**config.mk**
```make
export PLATFORM = sky130hd
export DESIGN_NAME = mem_req_arbiter
export DESIGN_NICKNAME = d
export VERILOG_FILES = /design/src/mem_pkg.sv /design/src/mem_req_arbiter.sv
export VERILOG_INCLUDE_DIRS = /design/src /design/src/src
export SDC_FILE = /design/constraint.sdc
export NUM_CORES = 1
export LEC_CHECK = 0
export BUFFER_PORTS_ARGS = -buffer_cell sky130_fd_sc_hd__clkbuf_2
export CORE_AREA = 5 5 172 174
export DETAILED_ROUTE_END_ITERATION = 12
export DIE_AREA = 0 0 177 179
export PLACE_DENSITY = 0.32
export SLEW_MARGIN = 20
export SYNTH_ARGS = -nofsm -noshare
export SYNTH_HDL_FRONTEND = slang
export SYNTH_SLANG_ARGS = --single-unit
```
**constraint.sdc**
```tcl
create_clock -name clock -period 1.9 [get_ports clock]
set_input_delay 0.475 -clock clock [delete_from_list [all_inputs] [get_ports clock]]
set_output_delay 0.475 -clock clock [all_outputs]
set_load 0.05 [all_outputs]
```
**src/mem_consts.svh**
```systemverilog
`ifndef MEM_CONSTS_SVH
`define MEM_CONSTS_SVH

// bus widths
`define MEM_ADDR_W 32
`define MEM_DATA_W 64
`define MEM_STRB_W 8

// on-chip array, in 64-bit words
`define MEM_DEPTH 256

// response codes
`define AXI_RESP_OKAY   2'b00
`define AXI_RESP_SLVERR 2'b10

// fixed attributes, single beat only
`define AXI_BURST_INCR   2'b01
`define AXI_PROT_DATA    3'b000   // unprivileged, secure, data access
`define AXI_CACHE_NORMAL 4'b0010  // normal non-cacheable non-bufferable

`endif

```
**src/mem_pkg.sv**
```systemverilog
package mem_pkg;

    // request opcode, arbiter to bridge
    typedef enum logic {
        OP_READ  = 1'b0,
        OP_WRITE = 1'b1
    } mem_op_e;

    // bridge write side
    typedef enum logic [1:0] {
        WR_IDLE = 2'b00,
        WR_AW   = 2'b01,
        WR_W    = 2'b11,
        WR_B    = 2'b10
    } wr_state_e;

    // bridge read side
    typedef enum logic [1:0] {
        RD_IDLE = 2'b00,
        RD_AR   = 2'b01,
        RD_R    = 2'b11
    } rd_state_e;

    // sram slave
    typedef enum logic [1:0] {
        SLV_IDLE = 2'b00,
        SLV_W    = 2'b01,
        SLV_B    = 2'b11,
        SLV_R    = 2'b10
    } slv_state_e;

endpackage

```
**src/mem_req_arbiter.sv**
```systemverilog
`include "mem_consts.svh"

module mem_req_arbiter (
    input  logic                   clock,
    input  logic                   reset,

    input  logic                   fetch_valid_i,
    input  logic [`MEM_ADDR_W-1:0] fetch_addr_i,
    output logic                   fetch_ready_o,
    output logic                   fetch_rvalid_o,
    output logic [`MEM_DATA_W-1:0] fetch_rdata_o,
    output logic                   fetch_err_o,

    input  logic                   data_valid_i,
    input  logic                   data_write_i,
    input  logic [`MEM_ADDR_W-1:0] data_addr_i,
    input  logic [`MEM_DATA_W-1:0] data_wdata_i,
    input  logic [`MEM_STRB_W-1:0] data_wstrb_i,
    output logic                   data_ready_o,
    output logic                   data_rvalid_o,
    output logic [`MEM_DATA_W-1:0] data_rdata_o,
    output logic                   data_err_o,

    output logic                   req_valid_o,
    output mem_pkg::mem_op_e       req_op_o,
    output logic [`MEM_ADDR_W-1:0] req_addr_o,
    output logic [`MEM_DATA_W-1:0] req_wdata_o,
    output logic [`MEM_STRB_W-1:0] req_wstrb_o,
    input  logic                   req_ready_i,
    input  logic                   resp_valid_i,
    input  logic [`MEM_DATA_W-1:0] resp_rdata_i,
    input  logic                   resp_err_i
);

    logic last_fetch_q;  // fetch was served last
    logic busy_q;        // request in flight
    logic owner_data_q;  // in-flight request came from data port
    logic grant_data;
    logic grant_fetch;
    logic accept;

    // data wins when alone or on a tie if fetch went last
    assign grant_data  = data_valid_i & (~fetch_valid_i | last_fetch_q);
    assign grant_fetch = fetch_valid_i & ~grant_data;

    // nothing is offered or taken while reset is held
    assign req_valid_o = reset & ~busy_q & (fetch_valid_i | data_valid_i);
    assign req_op_o    = (grant_data && data_write_i) ? mem_pkg::OP_WRITE : mem_pkg::OP_READ;
    assign req_addr_o  = grant_data ? data_addr_i : fetch_addr_i;
    assign req_wdata_o = grant_data ? data_wdata_i : '0;  // fetch never writes
    assign req_wstrb_o = grant_data ? data_wstrb_i : '0;

    assign accept = req_valid_o & req_ready_i;

    assign fetch_ready_o = reset & ~busy_q & grant_fetch & req_ready_i;
    assign data_ready_o  = reset & ~busy_q & grant_data & req_ready_i;

    always_ff @(posedge clock or negedge reset) begin
        if (!reset) begin
            last_fetch_q <= 1'b1;  // so data takes the first tie
            busy_q       <= 1'b0;
            owner_data_q <= 1'b0;
        end else if (accept) begin
            last_fetch_q <= ~grant_data;
            busy_q       <= 1'b1;
            owner_data_q <= grant_data;
        end else if (resp_valid_i) begin
            busy_q <= 1'b0;
        end
    end

    // response steering
    assign fetch_rvalid_o = resp_valid_i & ~owner_data_q;
    assign data_rvalid_o  = resp_valid_i & owner_data_q;
    assign fetch_rdata_o  = resp_rdata_i;
    assign data_rdata_o   = resp_rdata_i;
    assign fetch_err_o    = resp_err_i;
    assign data_err_o     = resp_err_i;

endmodule

```
Yosys cells after proc, flatten, opt, wreduce, memory -nomap -nowiden
Cells that the tools add are included.
- flip-flop bits (word level): 3
- bits of input ports: 208
- output and inout port bits: 240
- logic and storage cells: 28
- multiplexer cells: 6
- bitwise logic cells: 17
- reduce and logical (&&, ||, !) cells: 2
- operators with widths (kind ; number):
    $mux 64 ; 1
    $mux 32 ; 1
    $and 1x1->1 ; 11
    $mux 8 ; 1
    $not 1->1 ; 4
    $mux 1 ; 3
    $or 1x1->1 ; 2
    $reduce_bool 2->1 ; 1
    $logic_and 1x1->1 ; 1

Longest topological paths before layout
- word-level depth: 7
- mapped depth: 4

Least setup slack after synthesis
No wires, ideal clock.
- path kind: reg-to-output
- start point: register last_fetch_q
- end point: output port data_ready_o
- data arrival time: 1.492 ns
- path slack: -0.067 ns
- stages on the path, launching flop included: 5
- cell sequence: dfstp_2 nand2b_2 buf_4 clkbuf_1 and3_1
- word-level cells in the longest chain between the ends: 4
- RTL lines (what ; line ; source):
    start: declaration ; mem_req_arbiter.sv:35 ; logic last_fetch_q;
    start signal: assignment ; mem_req_arbiter.sv:64 ; last_fetch_q <= ~grant_data;
    $or 1x1->1 ; mem_req_arbiter.sv:43 ; assign grant_data = data_valid_i & (~fetch_valid_i | last_fetch_q);
    $and 1x1->1 ; mem_req_arbiter.sv:43 ;
    $and 1x1->1 (2 in series) ; mem_req_arbiter.sv:56 ; assign data_ready_o = reset & ~busy_q & grant_data & req_ready_i;
    end: declaration ; mem_req_arbiter.sv:19 ; output logic data_ready_o,
No other way between the ends.

Worst setup path in the final report
- start point: register last_fetch_q
- end point: output port req_addr_o[16]
- word-level cells in the longest chain between the ends: 3
- RTL lines (what ; line ; source):
    $or 1x1->1 ; mem_req_arbiter.sv:43 ;
    $and 1x1->1 ; mem_req_arbiter.sv:43 ;
    $mux 32 ; mem_req_arbiter.sv:49 ; assign req_addr_o = grant_data ? data_addr_i : fetch_addr_i;
    end: declaration ; mem_req_arbiter.sv:26 ; output logic [`MEM_ADDR_W-1:0] req_addr_o,
No other way between the ends.

==> out/metrics.csv <==
metric;value;unit
status;complete, but fails checks;
failing checks;setup timing;
Post-synth EDFFs;0;
R2R depth;5;
first-pass GRT wire length;13.8;mm
final core utilization;16.2;%
Post-synth top flop;dfrtp_1;
Clk pin slew, worst setup/hold paths;0.03;ns
cells along the critical path;nand2b_4 > nand2_8 > clkbuf_16 > mux2_4 > buf_8;
f_max;470;MHz
combinational power share;84.8;%
HPWL after detailed placement;8.63;mm
Worst Setup End Kind;output pin;
Reg power frac;3.3;%
register area share after synthesis;3.49;%
clock buffer depth;2;
# nets final;610;
initial antenna violation count;0;
DR vias/cell;2.91;
Final setup viols;107;
total number of vias;2265;
CP top delay family;flip-flops;
global route overflow;0;
cts hold-fix bufs;0;
RR Endpoint;owner_data_q;
root buf cell;clkbuf_16;
reg2reg start;last_fetch_q;
crit share post-route;112;%
RSZ-0062 raised after global routing;yes;
worst vdd rail ir drop;0.000260;V
worst relative slew slack;81.4;%
worst skew pair latency;0.22;ns
cell count after synthesis;273;
Max Cap Viol;0;
Arrival @ worst endpoint;1.65;ns
slowest cell on the critical path;dfstp_2;
CP startpoint;last_fetch_q;
Critical path buffers and inverters;2;
gr usage total;5.53;%
DR WL/cell;13.4;um
DRT iter0 DRCs;23;
asr flop ratio synth;100;%
Yosys warnings;0;
Setup Skew;0.00228;ns
Die ar.;31700;um2
Vert. Die Dim;179;um
CP max stage delay;0.52;ns
largest net degree at the start of global routing;44;
P_leak;2.35;nW
Sink Count;3;
gpl congestion;0.675;
Worst Path Required;1.42;ns
Design Power;2.81;mW
Core ar.;27600;um2
Routed Antenna Nets;0;
list of most frequent post-synthesis cells;buf_4 (131), and3_1 (75), mux2_4 (28);
Tightest Hold Check Type;in2async;
R2R setup slack;0.57;ns
area leader, netlist;buf_4;
Die Wd;177;um
IO Port Bufs;252;
Num CTS Buffers;3;
Internal Pwr Total;1.46;mW
Power Dens Cells;626;nW/um2
DRT Wirelength;10.4;mm
number of antenna diodes;0;
Std-Cell Rows;61;
TritonRoute pass-1 iters;4;
setup slack after layout;-0.229;ns
Syn Area/Cell;8.00;um2
vias in the first global route;2407;
# DRC;0;
NetSw;1.35;mW
share of layout cells above drive strength 1;83.3;%
IO Count;448;
Tmin final;2.13;ns
Slew Limit Fails;0;
register bit total from synthesis;3;
Syn Std Cell Area;2180;um2
area fraction of the dominant cell type after synthesis;45.0;%
sw frac;48.0;%
H-tree Lvls;1;
Netlist cell types;20;
Initial Utilization;7.91;%
synthesis-to-layout area growth;105;%
endpoints failing hold;0;
Clock power frac;11.9;%
Mapped Nets;481;
Area contributors post-synth;buf_4 (45%), and3_1 (21%), mux2_4 (19%);
worst slew pin tran;0.280;ns
TritonCTS clock tree;done;
Setup CP Type;reg2out;
CP Max Fanout;8;
count leader, synth;buf_4;
crit start category;flip-flop;
[stage by stage]
step,setup TNS [ns],area [um2],worst slack (ns),hold WS [ns],instances
2_1_floorplan,0,2210,0.000909,0.179,273
3_3_place_gp,-7.18,3760,-0.162,0.383,770
3_5_place_dp,-7.58,3760,-0.158,0.374,770
4_1_cts,-20.85,4370,-0.246,0.151,776
5_1_grt,-23.29,4490,-0.272,0.157,779
6_report,-17.03,4490,-0.229,0.151,779
[worst reg2reg max path, delay by kind of cell (launching register included)]
family          cells  cell delay (ns)
buf+inv             2             0.29
compound gates      1             0.16
flops               1             0.52
simple gates        2             0.26
[how the worst max path moves through the flow]
stage | to | cells after the start
final | req_addr_o[16] | 5
after global routing | req_addr_o[13] | 5
after CTS | req_wdata_o[33] | 4
after detailed placement | req_addr_o[0] | 6
after global placement | req_wdata_o[43] | 5
after floorplan | req_wdata_o[11] | 4
[state kept, by name (all words and copies together), names as in the netlist]
register and count:
busy_q 1, last_fetch_q 1, owner_data_q 1
[placed cells by master (no fill, tap or decap), drive strengths merged]
cell and n:
a21oi 2, a31oi 2, and2 1, and3 75, and3b 1, buf 103, clkbuf 175, dfrtp 2
dfstp 1, inv 1, mux2 32, nand2 1, nand2b 1, nor2b 1, o211a 1, o21ai 2
[per-layer routing]
layer	global-route usage, %	up-vias	wire (um)
met4	2.29	0	359
met2	11.2	197	5690
li1	-	1046	-
met3	2.19	50	1340
met1	4.73	972	3050
met5	0	-	0
[power by group through the flow]
stage / logic [mW] / registers (mW) / clock network, mW
floorplan: 2.01 / 0.0921 / 0
global placement: 2.04 / 0.0935 / 0
detailed placement: 2.04 / 0.0925 / 0
CTS: 2.31 / 0.0933 / 0.338
global route: 2.48 / 0.0960 / 0.344
finish: 2.38 / 0.0937 / 0.334
[cell type report]
class                      count  area [um2]
fill                        3122       23100
timing repair buffer         274        2790
multi-input combinational    119        1070
tap                          378         473
clock buffer                   4        78.8
sequential                     3        76.3
inverter                       1        3.75
[cells by family after synthesis]
group | Yosys count | synth area share [%]
buffers and inverters | 151 | 49.9
and+or+nand+nor | 80 | 23.4
muxes | 32 | 21.3
AOI/OAI and AO/OA | 7 | 1.95
DFF | 3 | 3.49
[timing repair]
item | in CTS | in global routing
cloned | 1 | 1
buffers inserted | 1 | 2
endpoints found under the setup margin | 108 | 108
gates resized for setup | 113 | 47
pin swaps | 1 | 1
No activity file was read; power rests on OpenSTA's default activity.
