--- src/mem_consts.svh ---
`ifndef MEM_CONSTS_SVH
`define MEM_CONSTS_SVH

// bus widths
`define MEM_ADDR_W 32
`define MEM_DATA_W 64
`define MEM_STRB_W 8

// on-chip array, in 64-bit words
`define MEM_DEPTH 256

// response codes
`define AXI_RESP_OKAY   2'b00
`define AXI_RESP_SLVERR 2'b10

// fixed attributes, single beat only
`define AXI_BURST_INCR   2'b01
`define AXI_PROT_DATA    3'b000   // unprivileged, secure, data access
`define AXI_CACHE_NORMAL 4'b0010  // normal non-cacheable non-bufferable

`endif

--- src/mem_pkg.sv ---
package mem_pkg;

    // request opcode, arbiter to bridge
    typedef enum logic {
        OP_READ  = 1'b0,
        OP_WRITE = 1'b1
    } mem_op_e;

    // bridge write side
    typedef enum logic [1:0] {
        WR_IDLE = 2'b00,
        WR_AW   = 2'b01,
        WR_W    = 2'b11,
        WR_B    = 2'b10
    } wr_state_e;

    // bridge read side
    typedef enum logic [1:0] {
        RD_IDLE = 2'b00,
        RD_AR   = 2'b01,
        RD_R    = 2'b11
    } rd_state_e;

    // sram slave
    typedef enum logic [1:0] {
        SLV_IDLE = 2'b00,
        SLV_W    = 2'b01,
        SLV_B    = 2'b11,
        SLV_R    = 2'b10
    } slv_state_e;

endpackage

--- src/axi_master_bridge.sv ---
`include "mem_consts.svh"

module axi_master_bridge (
    input  logic                   clock,
    input  logic                   reset,

    input  logic                   req_valid_i,
    input  mem_pkg::mem_op_e       req_op_i,
    input  logic [`MEM_ADDR_W-1:0] req_addr_i,
    input  logic [`MEM_DATA_W-1:0] req_wdata_i,
    input  logic [`MEM_STRB_W-1:0] req_wstrb_i,
    output logic                   req_ready_o,
    output logic                   resp_valid_o,
    output logic [`MEM_DATA_W-1:0] resp_rdata_o,
    output logic                   resp_err_o,

    output logic                   aw_valid_o,
    output logic [`MEM_ADDR_W-1:0] aw_addr_o,
    output logic [2:0]             aw_size_o,
    output logic [1:0]             aw_burst_o,
    output logic [2:0]             aw_prot_o,
    output logic [3:0]             aw_cache_o,
    input  logic                   aw_ready_i,

    output logic                   w_valid_o,
    output logic [`MEM_DATA_W-1:0] w_data_o,
    output logic [`MEM_STRB_W-1:0] w_strb_o,
    output logic                   w_last_o,
    input  logic                   w_ready_i,

    input  logic                   b_valid_i,
    input  logic [1:0]             b_resp_i,
    output logic                   b_ready_o,

    output logic                   ar_valid_o,
    output logic [`MEM_ADDR_W-1:0] ar_addr_o,
    output logic [2:0]             ar_size_o,
    output logic [1:0]             ar_burst_o,
    output logic [2:0]             ar_prot_o,
    output logic [3:0]             ar_cache_o,
    input  logic                   ar_ready_i,

    input  logic                   r_valid_i,
    input  logic [`MEM_DATA_W-1:0] r_data_i,
    input  logic [1:0]             r_resp_i,
    output logic                   r_ready_o
);

    mem_pkg::wr_state_e     wr_state_q;
    mem_pkg::wr_state_e     wr_state_d;
    mem_pkg::rd_state_e     rd_state_q;
    mem_pkg::rd_state_e     rd_state_d;
    logic                   accept;
    logic [`MEM_ADDR_W-1:0] addr_q;
    logic [`MEM_DATA_W-1:0] wdata_q;
    logic [`MEM_STRB_W-1:0] wstrb_q;

    assign req_ready_o = (wr_state_q == mem_pkg::WR_IDLE) && (rd_state_q == mem_pkg::RD_IDLE);
    assign accept      = req_valid_i & req_ready_o;

    // request held here for the whole transaction
    always_ff @(posedge clock) begin
        if (accept) begin
            addr_q  <= req_addr_i;
            wdata_q <= req_wdata_i;
            wstrb_q <= req_wstrb_i;
        end
    end

    always_ff @(posedge clock or negedge reset) begin
        if (!reset) begin
            wr_state_q <= mem_pkg::WR_IDLE;
            rd_state_q <= mem_pkg::RD_IDLE;
        end else begin
            wr_state_q <= wr_state_d;
            rd_state_q <= rd_state_d;
        end
    end

    // write side: aw, then w, then b
    always_comb begin
        wr_state_d = wr_state_q;
        case (wr_state_q)
            mem_pkg::WR_IDLE: if (accept && req_op_i == mem_pkg::OP_WRITE) wr_state_d = mem_pkg::WR_AW;
            mem_pkg::WR_AW:   if (aw_ready_i) wr_state_d = mem_pkg::WR_W;
            mem_pkg::WR_W:    if (w_ready_i) wr_state_d = mem_pkg::WR_B;
            mem_pkg::WR_B:    if (b_valid_i) wr_state_d = mem_pkg::WR_IDLE;
            default:          wr_state_d = mem_pkg::WR_IDLE;
        endcase
    end

    // read side: ar, then r
    always_comb begin
        rd_state_d = rd_state_q;
        case (rd_state_q)
            mem_pkg::RD_IDLE: if (accept && req_op_i == mem_pkg::OP_READ) rd_state_d = mem_pkg::RD_AR;
            mem_pkg::RD_AR:   if (ar_ready_i) rd_state_d = mem_pkg::RD_R;
            mem_pkg::RD_R:    if (r_valid_i) rd_state_d = mem_pkg::RD_IDLE;
            default:          rd_state_d = mem_pkg::RD_IDLE;
        endcase
    end

    // one-cycle response pulse
    always_ff @(posedge clock or negedge reset) begin
        if (!reset) begin
            resp_valid_o <= 1'b0;
        end else begin
            resp_valid_o <= (b_valid_i && b_ready_o) || (r_valid_i && r_ready_o);
        end
    end

    always_ff @(posedge clock) begin
        if (b_valid_i && b_ready_o) begin
            resp_rdata_o <= '0;  // writes return zero
            resp_err_o   <= (b_resp_i != `AXI_RESP_OKAY);
        end else if (r_valid_i && r_ready_o) begin
            resp_rdata_o <= r_data_i;
            resp_err_o   <= (r_resp_i != `AXI_RESP_OKAY);
        end
    end

    assign aw_valid_o = (wr_state_q == mem_pkg::WR_AW);
    assign aw_addr_o  = addr_q;
    assign aw_size_o  = 3'($clog2(`MEM_STRB_W));  // full bus width
    assign aw_burst_o = `AXI_BURST_INCR;
    assign aw_prot_o  = `AXI_PROT_DATA;
    assign aw_cache_o = `AXI_CACHE_NORMAL;

    assign w_valid_o = (wr_state_q == mem_pkg::WR_W);
    assign w_data_o  = wdata_q;
    assign w_strb_o  = wstrb_q;
    assign w_last_o  = w_valid_o;  // single beat
    assign b_ready_o = (wr_state_q == mem_pkg::WR_B);

    assign ar_valid_o = (rd_state_q == mem_pkg::RD_AR);
    assign ar_addr_o  = addr_q;
    assign ar_size_o  = 3'($clog2(`MEM_STRB_W));
    assign ar_burst_o = `AXI_BURST_INCR;
    assign ar_prot_o  = `AXI_PROT_DATA;
    assign ar_cache_o = `AXI_CACHE_NORMAL;
    assign r_ready_o  = (rd_state_q == mem_pkg::RD_R);

endmodule

--- config.mk ---
export PLATFORM = sky130hd
export DESIGN_NAME = axi_master_bridge
export DESIGN_NICKNAME = d
export VERILOG_FILES = /design/src/mem_pkg.sv /design/src/axi_master_bridge.sv
export VERILOG_INCLUDE_DIRS = /design/src /design/src/src
export SDC_FILE = /design/constraint.sdc
export NUM_CORES = 1
export LEC_CHECK = 0
export BUFFER_PORTS_ARGS = -buffer_cell sky130_fd_sc_hd__buf_2
export CAP_MARGIN = 5
export CORE_AREA = 2 2 160 162
export CTS_CLUSTER_DIAMETER = 60
export DETAILED_ROUTE_END_ITERATION = 12
export DIE_AREA = 0 0 162 164
export HOLD_SLACK_MARGIN = 0.02
export PLACE_DENSITY = 0.63
export SETUP_SLACK_MARGIN = 0.05
export SLEW_MARGIN = 40
export SYNTH_ARGS = -nofsm -noshare
export SYNTH_HDL_FRONTEND = slang
export SYNTH_SLANG_ARGS = --single-unit
--- constraint.sdc ---
create_clock -name clock -period 3.9 [get_ports clock]
set_input_delay 0.39 -clock clock [delete_from_list [all_inputs] [get_ports clock]]
set_output_delay 0.39 -clock clock [all_outputs]
set_load 0.005 [all_outputs]
# Yosys cells after proc, flatten, opt, wreduce, memory -nomap -nowiden
# Cells that the tools add are included.
[word_totals]
reg_bits = 174
inputBits = 181
elab_cells = 46
[classes]
n_reduce_logical = 13
muxes = 11
n_eq_ne = 12
n_bitwise = 2
[op_table]
columns = ["operator", "count"]
rows = [
  ["2-bit 2-to-1 mux", 7],
  ["2-bit by 1-bit inequality test with 1-bit output, second input constant", 5],
  ["2-bit one-hot mux with 4 select lines", 1],
  ["2-bit == test, second input constant", 3],
  ["2-bit one-hot mux with 3 select lines", 1],
  ["2-bit nonzero test", 3],
  ["1-bit logical AND", 5],
  ["2-bit by 1-bit == test with 1-bit output, second input constant", 2],
  ["2-bit zero test", 2],
  ["2-bit inequality test, second input constant", 2],
  ["4-bit AND reduction", 1],
  ["3-bit AND reduction", 1],
  ["1-bit 2-to-1 mux", 2],
  ["1-bit bitwise AND", 1],
  ["1-bit logical OR", 1],
  ["1-bit inverter", 1],
]

# Longest topological paths before layout
# Gate-level depths: netlist (run 1).
[logic_depth]
depth_word = 6
mapped_depth = 5
mapped_depth_nobuf = 2

# Worst setup path before layout (run 1)
# OpenSTA, ideal clock, no wires.
[synth_path]
kind = "register -> register"
startpoint = "register rd_state_q[1]"
endpoint = "register addr_q[0], in the netlist ar_addr_o[0], enable pin"
n_path_buf = 2
setup_slack_ns = -0.065
path_stages_with_launch = 5
period_less_slack_ns = 3.965
arrival_ns = 3.491
setup_time_ns = 0.474
path_cell_list = "dfrtp_1 -> buf_4 -> clkbuf_1 -> nor4_1 -> and2_1"
[synth_between]
elab_chain_cells = 3
[synth_lines]
columns = ["item", "line", "source"]
rows = [
  ["from (decl)", "axi_master_bridge.sv:51", "mem_pkg::rd_state_e rd_state_q;"],
  ["from (signal assigned)", "axi_master_bridge.sv:73", "rd_state_q <= mem_pkg::RD_IDLE;"],
  ["from (signal assigned)", "axi_master_bridge.sv:76", "rd_state_q <= rd_state_d;"],
  ["2-bit zero test", "axi_master_bridge.sv:58", "assign req_ready_o = (wr_state_q == mem_pkg::WR_IDLE) && (rd_state_q == mem_pkg::RD_IDLE);"],
  ["1-bit logical AND", "axi_master_bridge.sv:58", ""],
  ["via req_ready_o", "axi_master_bridge.sv:12", "output logic req_ready_o,"],
  ["1-bit bitwise AND", "axi_master_bridge.sv:59", "assign accept = req_valid_i & req_ready_o;"],
  ["via accept", "axi_master_bridge.sv:53", "logic accept;"],
  ["to (signal assigned)", "axi_master_bridge.sv:64", "addr_q <= req_addr_i;"],
  ["to (decl)", "axi_master_bridge.sv:54", "logic [`MEM_ADDR_W-1:0] addr_q;"],
]
# The timed path passes the listed nets, and every way through them passes these cells.
# A chain may end at the register's enable or synchronous reset.

# Worst setup path in the final report (run 1)
[layout_path]
startpoint = "register rd_state_q[1]"
endpoint = "output port r_ready_o"
[layout_between]
elab_chain_cells = 1
[layout_lines]
columns = ["item", "line", "source"]
rows = [
  ["2-bit == test", "axi_master_bridge.sv:141", "assign r_ready_o = (rd_state_q == mem_pkg::RD_R);"],
  ["to (decl)", "axi_master_bridge.sv:46", "output logic r_ready_o"],
]
# No other way between the ends.

==> summary by stage, run 1 <==
GRT
The first global-routing pass estimated 29660 microns of wire. For this run the aggregate overflow at the end of global routing stands at 0. Entering global routing, the biggest net connects between 100 and 150 pins. The total routing usage reported by global routing is between 10% and 20%. The via count of the first global-routing pass is 5189. The number of antenna violations at the first check in global routing is 3.

Clocking
The clock passes through at most 2 buffers. The clock root buffer is sky130_fd_sc_hd__clkbuf_16. The CTS tree is done.

The clock tree synthesis step divided the H-tree into 4 levels. Once the clock tree was built, the setup fixing pass inserted 0 buffers. The clock sink count is around 170. After clock tree synthesis, the flow added hold-fix buffers numbering 1. The clock insertion delay at the later pin of the skew report is 430 ps. The clock transition at the registers of the reported paths is 80 ps. The number of buffers added by the clock tree synthesis step is 17.

In this run, post-CTS repair resized a total of 0 instances.

Yosys
After synthesis, the netlist uses 26 different library cells. After synthesis, the mean cell area works out to 12.87 sq um. For this run, the number of Yosys warnings is 0. Sequential cells were found to cover 62.72% of the synthesized design area. The number of register bits inferred by synthesis is 174. The cell area after synthesis is 7269 sq um. The number of cells produced by synthesis is ~570.

Worst hold path
The destination of the worst hold path is ar_addr_o[7]. The min-delay analysis places its worst path in the category input pin to flip-flop. Along the worst hold path, the cell count comes to 1. The worst hold path begins at req_addr_i[7].

Outcome
The run finished with clean final reports.

Power and ir drop
For this design the ratio of total power to cell area is 609.8 nW/um^2. The cell leakage power is 4.303 nW. The peak ir drop on the vdd network is 0.2499 mV. The total power of the final layout is 5.910 mW.

Drt
The count of nets left with antenna violations once routing finished came out at 0. The per-cell routed wire length is 16.73 microns. Before antenna repair, the detailed router went through 4 iterations. The routed layout has 5569 vias. The initial DRC count is 238. The mean number of vias per cell is approximately 4.5.

After detailed routing, the total wire length is 20670 microns. In the routed design, unresolved DRC markers number 0.

Timing
Setup repair after global routing left no endpoint under its margin. The number of pins with negative max-slew slack in the final report is 0. For the final database, setup skew stands at around 11 ps. In this run the tightest slew margin relative to its limit is 46.35%. In the final timing run, aggregate negative setup slack is 0 ps. The number of endpoints failing setup at the final stage is 0. The final count of hold timing violations was 0. The achievable clock frequency is 0.3852 GHz.

The clock period could shrink to about 2600 ps. Final hold analysis gives a worst-case slack of 134.9 ps. The worst-margin pin slew is 804.7 ps. Across all setup checks in the final design, the least slack found is 1304 ps. The final cycle utilization of the critical path is ~67%.

Placement
During placement, the flow inserted port buffers numbering between 300 and 400. After detailed placement, the design holds a cell count of 1202. The placed wire-length estimate is 14930 microns.

The post-place instance area is roughly 9000 sq um. OpenSTA, run right after detailed placement, puts the worst setup slack at ~1500 ps. Routability-driven placement finished with a final weighted congestion of 0.7445.

Finish
The most common cell after layout, fill and taps aside is sky130_fd_sc_hd__buf_2. The top cell types in the final layout, fill and taps aside, are 388 x sky130_fd_sc_hd__buf_2, 105 x sky130_fd_sc_hd__edfxtp_1, 67 x sky130_fd_sc_hd__nor2_1. The final cell count without fillers is 1235. The utilization after layout is 39.05%. The layout overhead on the synthesized area is 33.32%. 0 antenna diodes ended up in the layout.

Cells with a size suffix above 1 make up 51.82% of the layout. The number of nets in the final layout is around 1100. The post-layout instance area is 9692 sq um.

Critical path
The required arrival time at the worst endpoint is ~3500 ps. In this run the critical register-to-register path is captured at w_data_o[54]. The critical path data arrival time is around 2200 ps. The number of cells on the worst reg-to-reg path is 3.

The classification of the worst setup path is flip-flop to output port. In this run the worst path has a maximum fanout of 90. The kind of end point of the critical path is an output port.

In this run the register-to-register setup slack is 1490 ps. The startpoint kind of the worst setup timing path is a flip-flop. The launch point of the worst reg-to-reg path is rd_state_q[1].

Floorplanning
From bottom edge to top edge, the die measures 164 microns. The standard cell core area is roughly 25000 sq um. The area of the die is 26570 sq um.

414 I/O pins were placed. The starting density of the core is 29.29%. The number of placement rows is 58. The x dimension of the die is 162 microns.

Run
Across the run, the number of max-cap violations was 0.
-- state kept, by name, indices dropped and copies added (netlist names) --
signal / cells
resp_valid_o: 1
ar_addr_o: 32
w_strb_o: 8
w_data_o: 64
wr_state_q: 2
rd_state_q: 2
resp_err_o: 1
resp_rdata_o: 64
-- worst max path at each step --
stage	startpoint	endpoint	slack [ps]	depth (start not counted)
after floorplan	rd_state_q[1]	ar_addr_o[0]	1070	4
final	rd_state_q[1]	r_ready_o	1300	3
after global routing	rd_state_q[1]	r_ready_o	1130	3
after detailed placement	rd_state_q[1]	ar_addr_o[24]	1500	3
after global placement	rd_state_q[1]	w_data_o[41]	1470	3
after CTS	rd_state_q[1]	r_ready_o	1270	3
-- layer usage --
metal  wire length [microns]  share of wire (%)  global-route usage [%]
met3                    1703                8.2                   5.354
met2                   10320                 50                   24.43
met4                     246                1.2                   3.620
met1                    8356                 40                   17.81
met5                      34               0.16                       0
-- cells by family (layout without fill, tap and decap cells) --
family / after synthesis / count (layout) / synth area share, %
compound gates: 70 / 70 / 4.992
buf+inv: 110 / 428 / 9.638
flops: 174 / 174 / 62.72
mux: 1 / 1 / 0.1377
other cells: 2 / 24 / 0.1033
simple gates: 208 / 208 / 22.41
-- where the power goes --
part,leakage [nW],internal [mW],switching [mW],total (mW)
Combinational,2.47,0.636,0.885,1.52
Clock,0.288,0.870,0.842,1.71
Sequential,1.54,2.38,0.292,2.68
Total,4.30,3.89,2.02,5.91
-- worst max-delay path: stages (launching register included) --
cell	delay, ps
sky130_fd_sc_hd__dfrtp_4	700
sky130_fd_sc_hd__buf_4	700
sky130_fd_sc_hd__and2_1	260
sky130_fd_sc_hd__buf_2	120
-- Yosys cell counts (all sizes together) --
master     n  share of area [%]
mux2i      1               0.14
a21oi     64                4.4
dfxtp     64                 18
nor2b      2               0.17
and3b      1               0.12
o21ai      2               0.14
a21o       1               0.10
nor4      65                9.0
nand2b     3               0.26
inv        1              0.052
clkbuf    29                1.5
edfxtp   105                 43
nand2      1              0.052
and2       3               0.26
nor2      67                3.5
conb       2               0.10
and4b     64                8.8
dfrtp      5                1.7
a2bb2oi    1               0.12
buf       80                8.1
a21boi     1               0.10
a22o       1               0.12
nor4b      2               0.24
-- area by class of cell --
type                    count  area (sq um)
well taps                 330         412.9
clock buffers              18         429.2
multi-input cells         303          2098
clock inverters            14         152.6
repair buffers            395          2028
flip-flops and latches    174          4567
fillers                  2459         15130
inverters                   1         3.754
No activity file was read; power rests on OpenSTA's default activity.
==> run 2, diff against run 1 <==
--- a/config.mk
+++ b/config.mk
@@ -8,12 +8,12 @@
 export LEC_CHECK = 0
 export BUFFER_PORTS_ARGS = -buffer_cell sky130_fd_sc_hd__buf_2
 export CAP_MARGIN = 5
-export CORE_AREA = 2 2 160 162
+export CORE_AREA = 2 2 162 164
 export CTS_CLUSTER_DIAMETER = 60
 export DETAILED_ROUTE_END_ITERATION = 12
-export DIE_AREA = 0 0 162 164
+export DIE_AREA = 0 0 164 166
 export HOLD_SLACK_MARGIN = 0.02
-export PLACE_DENSITY = 0.63
+export PLACE_DENSITY = 0.6
 export SETUP_SLACK_MARGIN = 0.05
 export SLEW_MARGIN = 40
 export SYNTH_ARGS = -nofsm -noshare
==> constraint.sdc (replaced) <==
create_clock -name clock -period 2.55 [get_ports clock]
set_input_delay 0.255 -clock clock [delete_from_list [all_inputs] [get_ports clock]]
set_output_delay 0.255 -clock clock [all_outputs]
set_load 0.005 [all_outputs]
==> run 2 against run 1 <==
Setup slack worse by 610 ps; first-iteration DRC count is 34% higher; largest power group unchanged; critical path depth stayed put; via count is 8.1% higher; clock skew is 0.58 ps higher; utilization is 3.2 points higher; clock-buffer cell count stayed put; power is 56% higher; flip-flop and latch count stayed put; largest cell class unchanged; final area is 12% higher.
==> summary by stage, run 2 (synthesis results as in run 1) <==
Critical path
The worst-path cell with the longest stage delay is sky130_fd_sc_hd__dfrtp_4 (unchanged). Sequence of cells on the critical path: buf_12 > and2_1 > buf_2 (was buf_4 > and2_1 > buf_2). The launching instance or port of the critical path is rd_state_q[1] (unchanged).

The kind of end point of the critical path was an output port (unchanged). The critical path data arrival time came to 1600 ps (was 2210 ps). The classification of the worst setup path is flip-flop to output port (unchanged). The startpoint kind of the worst setup timing path is a flip-flop (unchanged).

The maximum fanout count along the critical path was 134 (was 90). The launch point of the worst reg-to-reg path is wr_state_q[1] (was rd_state_q[1]). The worst stage delay on the critical path is 430 ps (was 700 ps). The required arrival time at the worst endpoint is 2300 ps (was 3510 ps).

Drt
The per-cell routed wire length was 16.07 microns (was 16.73 microns). The number of DRC violations after detailed routing is 0 (unchanged). The mean number of vias per cell is 4.468 (was 4.509).

The routed wire length is 21650 microns (was 20670 microns). The number of detailed-route iterations in the first pass is 5 (was 4). The total vias in the final route is 6019 (was 5569). The initial DRC count came to 318 (was 238). The post-detailed-route count of antenna-violating nets is 0 (unchanged).

Finish
The layout overhead on the synthesized area came to 48.71% (was 33.32%). The count of inserted antenna diode cells is 0 (unchanged). Most frequent cells in the layout: 388 x sky130_fd_sc_hd__buf_2, 105 x sky130_fd_sc_hd__edfxtp_1, 104 x sky130_fd_sc_hd__dlygate4sd3_1 (was 388 x sky130_fd_sc_hd__buf_2, 105 x sky130_fd_sc_hd__edfxtp_1, 67 x sky130_fd_sc_hd__nor2_1). The number of nets in the final layout is 1180 (was 1073). The most common cell after layout, fill and taps aside is sky130_fd_sc_hd__buf_2 (unchanged). The final cell count without fillers is 1347 (was 1235).

The share of post-route cells with drive strength above 1 is 46.74% (was 51.82%).

Timing
The worst-margin pin slew is 595.2 ps (was 804.7 ps). Setup repair after global routing missed its margin: no (unchanged). The number of pins with negative max-slew slack in the final report was 0 (unchanged). The number of endpoints failing setup at the final stage was 0 (unchanged).

The achievable clock frequency is 0.5391 GHz. The aggregate negative setup slack is 0 ps (unchanged). The routed design could run at a clock period as short as ~1900 ps. The final count of hold timing violations is 0 (unchanged).

The maximum clock skew at final layout came to 11.82 ps (was 11.23 ps). The final worst-path setup slack is 694.9 ps (was 1304 ps). The final cycle utilization of the critical path is just over 70%. The headroom to the max-slew limit is 60.32% (was 46.35%).

Floorplanning
The area of the die is 27220 sq um (was 26570 sq um). The x dimension of the die is 164 microns (was 162 microns). The starting density of the core is 28.38% (was 29.29%). The standard cell core area is 25620 sq um (was 24820 sq um).

The boundary pin count is 414 (unchanged). The number of placement rows was 59 (was 58). The die height is 166 microns (was 164 microns).

GRT
The pin count of the biggest net entering global routing came to 135 (was 132). The via count of the first global-routing pass came to 5782 (was 5189). The total routing usage reported by global routing is 15.11% (was 14.56%). The overall overflow remaining after global route was 0 (unchanged).

The wire length of the first global-routing pass is 31940 microns (was 29660 microns). The number of antenna violations at the first check in global routing is 1 (was 3).

Power and ir drop
The cell leakage power was 4.769 nW (was 4.303 nW). The peak ir drop on the vdd network is 0.4295 mV (was 0.2499 mV). The total power of the final layout was 9.236 mW (was 5.910 mW). The power density over cell area is 854.3 nW/um^2 (was 609.8 nW/um^2).

Outcome
Run status: complete, no violations (unchanged).

Clocking
The clock root buffer is sky130_fd_sc_hd__clkbuf_16 (unchanged). The buffer levels on the longest clock path came to 2 (unchanged). The number of buffers added by the clock tree synthesis step is 17 (unchanged). The clock sink count is 174 (unchanged). The clock insertion delay at the later pin of the skew report came to 420 ps (was 430 ps). The CTS tree is done (unchanged). The H-tree depth came to 4 (unchanged).

The clock transition at the registers of the reported paths is 70 ps (was 80 ps).

Run
The number of maximum-capacitance violations is 0 (unchanged).

Placement
The placed instance count is 1211 (was 1202). The setup slack at placement is 709.1 ps (was 1497 ps). The routability-driven placement congestion ratio came to 0.7561 (was 0.7445). The number of input and output port buffers inserted is 389 (unchanged). The placed wire-length estimate was 14490 microns (was 14930 microns).

Worst hold path
The start point of the worst hold path is b_valid_i (was req_addr_i[7]). The kind of path behind the tightest hold check is input pin to flip-flop (unchanged).
run 2: changes by cell type in the layout (fill, tap and decap cells not counted):
cell	change
sky130_fd_sc_hd__dlygate4sd3_1	+103
sky130_fd_sc_hd__buf_12	+4
sky130_fd_sc_hd__inv_6	-2
sky130_fd_sc_hd__buf_4	+1
sky130_fd_sc_hd__clkbuf_8	-1
sky130_fd_sc_hd__clkinv_4	+1
sky130_fd_sc_hd__clkinv_8	+1
run 2: where the power goes:
group	internal, mW	switching (mW)	total, mW
combinational	1.14	1.54	2.68
clock	1.33	1.28	2.61
sequential	3.65	0.299	3.95
run 2: path summary, 6_finish.rpt:
check                                    to  slack, ps  cells after the start
setup / recovery                  r_ready_o        690                      3
hold / removal                wr_state_q[1]         30                      2
setup reg to reg               w_data_o[57]        720                      3
hold reg to reg            resp_rdata_o[63]        500                      2
max in group asynchronous     rd_state_q[0]       2200                      2
min in group asynchronous      resp_valid_o        200                      2
run 2: area by class of cell:
cell class | instances | area (sq um)
Sequential cell | 174 | 4567
Clock buffer | 18 | 429.2
Fill cell | 2391 | 14810
Timing Repair Buffer | 502 | 3133
Tap cell | 335 | 419.2
Inverter | 1 | 3.754
Clock inverter | 14 | 160.2
Multi-Input combinational cell | 303 | 2098
run 2: per-stage QoR:
stage / hold WS (ps) / util [%] / instance area (sq um)
final: 34.04 / 42.20 / 10810
after global routing: 20.35 / 42.20 / 10810
after CTS: 21.70 / 42.20 / 10810
after detailed placement: 76.63 / 35.84 / 9180
after global placement: 76.14 / 35.84 / 9180
after floorplan: -40.59 / - / 7355
run 2: repair_timing:
| item | 4_1_cts | 5_1_grt |
|---|---|---|
| endpoints found under the hold margin | 108 | 0 |
| hold buffers | 104 | 0 |
| setup buffers | 0 | 0 |
| gates resized for setup | 0 | 0 |
run 2: metal layers:
layer,global-route usage (%),up-vias,part of all wire (%)
li1,-,2910,-
met1,18.09,2845,41
met2,25.41,240,49
met3,4.870,24,7.2
met4,5.225,0,2.4
met5,0,-,0
run 2: worst max-delay path, delay by kind of cell, from the launching register on:
kind	cells	cell delay, ps
flops	1	430
simple gates	1	220
buf+inv	2	450
==> run 3, diff against run 2 <==
--- a/config.mk
+++ b/config.mk
@@ -6,6 +6,7 @@
 export SDC_FILE = /design/constraint.sdc
 export NUM_CORES = 1
 export LEC_CHECK = 0
+export ABC_AREA = 1
 export BUFFER_PORTS_ARGS = -buffer_cell sky130_fd_sc_hd__buf_2
 export CAP_MARGIN = 5
 export CORE_AREA = 2 2 162 164
==> constraint.sdc (replaced) <==
create_clock -name clock -period 1.6 [get_ports clock]
set_input_delay 0.16 -clock clock [delete_from_list [all_inputs] [get_ports clock]]
set_output_delay 0.16 -clock clock [all_outputs]
set_load 0.005 [all_outputs]
==> run 3 against run 2 <==
Routed wire length decreased by 0.19%; power increased by 73%; utilization increased by 1.5 points; clock-buffer cell count decreased by 1; largest power group unchanged; clock power increased by 64%; first-iteration DRC count decreased by 30%; critical path depth increased by 1; hold slack improved by 15 ps; die area unchanged; largest cell class unchanged; non-clock buffer count increased by 77; via count decreased by 7.0%.
==> summary by stage, run 3 <==
Clocking
The clock sink count is 174 (unchanged). The CTS tree is done (unchanged). The clock root buffer is sky130_fd_sc_hd__clkbuf_16 (unchanged). The clock transition at the registers of the reported paths is 70 ps (about the same).

The number of buffers added by the clock tree synthesis step is 17 (unchanged). The buffer levels on the longest clock path is 2 (unchanged). The clock insertion delay at the later pin of the skew report is 420 ps (about the same). The H-tree depth is 4 (unchanged).

GRT
The total routing usage reported by global routing was 15.30% (was 15.11%). The overall overflow remaining after global route is 0 (unchanged). The pin count of the biggest net entering global routing is 52 (was 135). The wire length of the first global-routing pass is 32020 microns (was 31940 microns). The via count of the first global-routing pass is 5786 (was 5782). The number of antenna violations at the first check in global routing came to 1 (unchanged).

Floorplanning
The area of the die was 27220 sq um (unchanged). The x dimension of the die was 164 microns (unchanged). The number of placement rows is 59 (unchanged).

The boundary pin count came to 414 (unchanged). The standard cell core area came to 25620 sq um (unchanged). The starting density of the core is 26.81% (was 28.38%). The die height was 166 microns (unchanged).

Outcome
Run status: complete, no violations (unchanged).

Placement
The placed wire-length estimate is 14810 microns (was 14490 microns). The routability-driven placement congestion ratio is 0.8369 (was 0.7561). The number of input and output port buffers inserted is 389 (unchanged).

Critical path
The worst-path cell with the longest stage delay is sky130_fd_sc_hd__dfrtp_2 (was sky130_fd_sc_hd__dfrtp_4). The cell type group with the largest total delay on the critical path is flip-flops (was buffers and inverters). The worst stage delay on the critical path came to 440 ps (was 430 ps). The kind of end point of the critical path is an output port (unchanged). The logic depth of the worst setup path including buffers is 4 (was 3). The maximum fanout count along the critical path is 4 (was 134). The length in cells of the worst reg-to-reg path was 3 (unchanged).

The critical path data arrival time came to 1360 ps (was 1600 ps). The classification of the worst setup path is flip-flop to output port (unchanged). Sequence of cells on the critical path: nor2_4 > inv_2 > nor3_4 > buf_2 (was buf_12 > and2_1 > buf_2). The required arrival time at the worst endpoint is 1440 ps (was 2300 ps).

The startpoint kind of the worst setup timing path is a flip-flop (unchanged). The number of buffer and inverter instances along the worst setup path is 2 (unchanged).

Timing
The maximum clock skew at final layout is 14.32 ps (was 11.82 ps). The final hold slack was 49.36 ps (was 34.04 ps). The final count of hold timing violations was 0 (unchanged).

The number of endpoints failing setup at the final stage was 0 (unchanged). The achievable clock frequency is approximately 0.66 GHz. The worst path uses between 90% and 100% of the clock period. The post-route minimum period is 1517 ps. The number of pins with negative max-slew slack in the final report came to 0 (unchanged). Setup repair after global routing missed its margin: yes (was no).

Finish
The layout overhead on the synthesized area is 62.90% (was 48.71%). The most common cell after layout, fill and taps aside is sky130_fd_sc_hd__buf_2 (unchanged). The area of the multi-input gates is 1639 sq um (was 2098 sq um). The register area is 4563 sq um (was 4567 sq um). Most frequent cells in the layout: 388 x sky130_fd_sc_hd__buf_2, 172 x sky130_fd_sc_hd__dlygate4sd3_1, 105 x sky130_fd_sc_hd__edfxtp_1 (was 388 x sky130_fd_sc_hd__buf_2, 105 x sky130_fd_sc_hd__edfxtp_1, 104 x sky130_fd_sc_hd__dlygate4sd3_1). The share of post-route cells with drive strength above 1 is 55.25% (was 46.74%). The final-layout fill cell count was 2377 (was 2391). The number of nets in the final layout is 1207 (was 1180).

Drt
The mean number of vias per cell is 4.073 (was 4.468). The post-detailed-route count of antenna-violating nets is 0 (unchanged). The routed wire length came to 21610 microns (was 21650 microns).

The per-cell routed wire length is 15.72 microns (was 16.07 microns). The number of DRC violations after detailed routing is 0 (unchanged). The initial DRC count is 223 (was 318). The number of detailed-route iterations in the first pass was 4 (was 5).

The total vias in the final route is 5600 (was 6019).

Yosys
The most instantiated library cell after synthesis is sky130_fd_sc_hd__edfxtp_1 (unchanged). Ranking of synthesized cells by area: sky130_fd_sc_hd__edfxtp_1 46%, sky130_fd_sc_hd__dfxtp_1 19%, sky130_fd_sc_hd__buf_4 7.7%, sky130_fd_sc_hd__nand3_2 7.3%, sky130_fd_sc_hd__a21oi_2 6.4% (was sky130_fd_sc_hd__edfxtp_1 43%, sky130_fd_sc_hd__dfxtp_1 18%, sky130_fd_sc_hd__and4b_1 8.8%, sky130_fd_sc_hd__nor4_2 6.9%, sky130_fd_sc_hd__buf_4 6.2%). The number of register bits inferred by synthesis came to 174 (unchanged). The largest area contributor in the synthesized netlist is sky130_fd_sc_hd__edfxtp_1 (unchanged). The sequential share of the synthesized area came to 66.40% (was 62.72%). The number of synthesis warnings is 0 (unchanged).

The cell area after synthesis is 6867 sq um (was 7269 sq um). The synthesized area per cell is 13.98 sq um (was 12.87 sq um). The number of flops mapped to enable cells by yosys is 105 (unchanged). The number of cells produced by synthesis came to 491 (was 565). The share of flip-flops with an asynchronous set or reset is 2.874% (unchanged). The main flop type after synthesis is sky130_fd_sc_hd__edfxtp_1 (unchanged). The area share of the largest cell type after synthesis is 45.92% (was 43.37%). The number of library cell types mapped by synthesis is 27 (was 26). Top cells by instance count after synthesis: 105 x sky130_fd_sc_hd__edfxtp_1, 70 x sky130_fd_sc_hd__buf_4, 64 x sky130_fd_sc_hd__dfxtp_1 (was 105 x sky130_fd_sc_hd__edfxtp_1, 67 x sky130_fd_sc_hd__nor2_1, 64 x sky130_fd_sc_hd__a21oi_1, 64 x sky130_fd_sc_hd__and4b_1, 64 x sky130_fd_sc_hd__dfxtp_1).

Worst hold path
The cell depth of the worst hold path is 3 (was 2). The kind of path behind the tightest hold check was input pin to flip-flop (unchanged).

Power and ir drop
The cell leakage power came to 4.788 nW (was 4.769 nW). The total power of the final layout came to 16.02 mW (was 9.236 mW). The power density over cell area is 1432 nW/um^2 (was 854.3 nW/um^2). The peak ir drop on the vdd network is 0.5867 mV (was 0.4295 mV).

Run
The number of maximum-capacitance violations is 0 (unchanged).
-- run 3: changes by cell type after synthesis, moves of 29 or more --
| cell | previous run | this run |
|---|---|---|
| sky130_fd_sc_hd__and4b_1 | 64 | 0 |
| sky130_fd_sc_hd__a21oi_2 | 0 | 50 |
| sky130_fd_sc_hd__nor2_1 | 67 | 7 |
| sky130_fd_sc_hd__a21oi_1 | 64 | 15 |
| sky130_fd_sc_hd__nand2_1 | 1 | 48 |
| sky130_fd_sc_hd__nor4_2 | 40 | 0 |
| sky130_fd_sc_hd__clkbuf_1 | 29 | 0 |
| sky130_fd_sc_hd__nand3_2 | 0 | 50 |
-- run 3: timing repair --
action | in CTS | in global routing
setup buffers | 0 | 1
hold buffers | 172 | 0
pin swaps | 1 | 2
resized for setup | 2 | 7
hold endpoints to repair | 176 | 0
setup endpoints to repair | 2 | 2
-- run 3: area by class of cell --
| type | count | share of cell area [%] |
|---|---|---|
| Antenna cell | 1 | 0.02237 |
| Clock buffer | 17 | 3.803 |
| Clock inverter | 15 | 1.678 |
| Inverter | 10 | 0.3803 |
| Multi-Input combinational cell | 244 | 14.65 |
| Sequential cell | 174 | 40.79 |
| Tap cell | 335 | 3.747 |
| Timing Repair Buffer | 579 | 34.92 |
-- run 3: through the flow --
step	instances	instance area, sq um	setup slack (ps)	setup TNS, ps	util [%]
after global routing	1374	11180	18.31	0	43.66
after floorplan	513	6969	-231.9	-24120	-
after global placement	1169	8810	131.4	0	34.39
after CTS	1373	11150	53.24	0	43.54
after detailed placement	1169	8810	110.2	0	34.39
final	1375	11190	83.32	0	43.67
-- run 3: power by group --
group,internal (mW),switching (mW)
Clock,2.26,2.03
Combinational,2.36,2.64
Sequential,6.12,0.619
-- run 3: worst min-delay path, cell delays in order --
cell and delay [ps]:
sky130_fd_sc_hd__buf_2 110, sky130_fd_sc_hd__nand2_4 70, sky130_fd_sc_hd__nand2_1 80
-- run 3: path summary, 6_finish.rpt --
path / start / to / slack [ps]
setup / recovery: rd_state_q[1] / req_ready_o / 80
hold / removal: b_valid_i / resp_valid_o / 50
setup reg to reg: wr_state_q[0] / w_data_o[58] / 100
hold reg to reg: resp_rdata_o[58] / resp_rdata_o[58] / 460
max in group asynchronous: reset / rd_state_q[0] / 1370
min in group asynchronous: reset / resp_valid_o / 90
-- run 3: routing by layer --
metal	up-vias	GRT usage, %	share of wire, %
met3	19	4.770	7.4
met4	0	4.386	1.8
met5	-	0	0
li1	2696	-	-
met1	2634	18.45	42
met2	251	26.14	49
-- run 3: kinds of logic (layout without fill, tap and decap cells) --
kind of cell    count (synthesis)  in the layout  synth area share (%)
flops                         174            174                 66.40
simple gates                  149            149                 14.12
buf+inv                        95            621                 11.39
compound gates                 71             71                 7.981
other cells                     2             25                0.1094
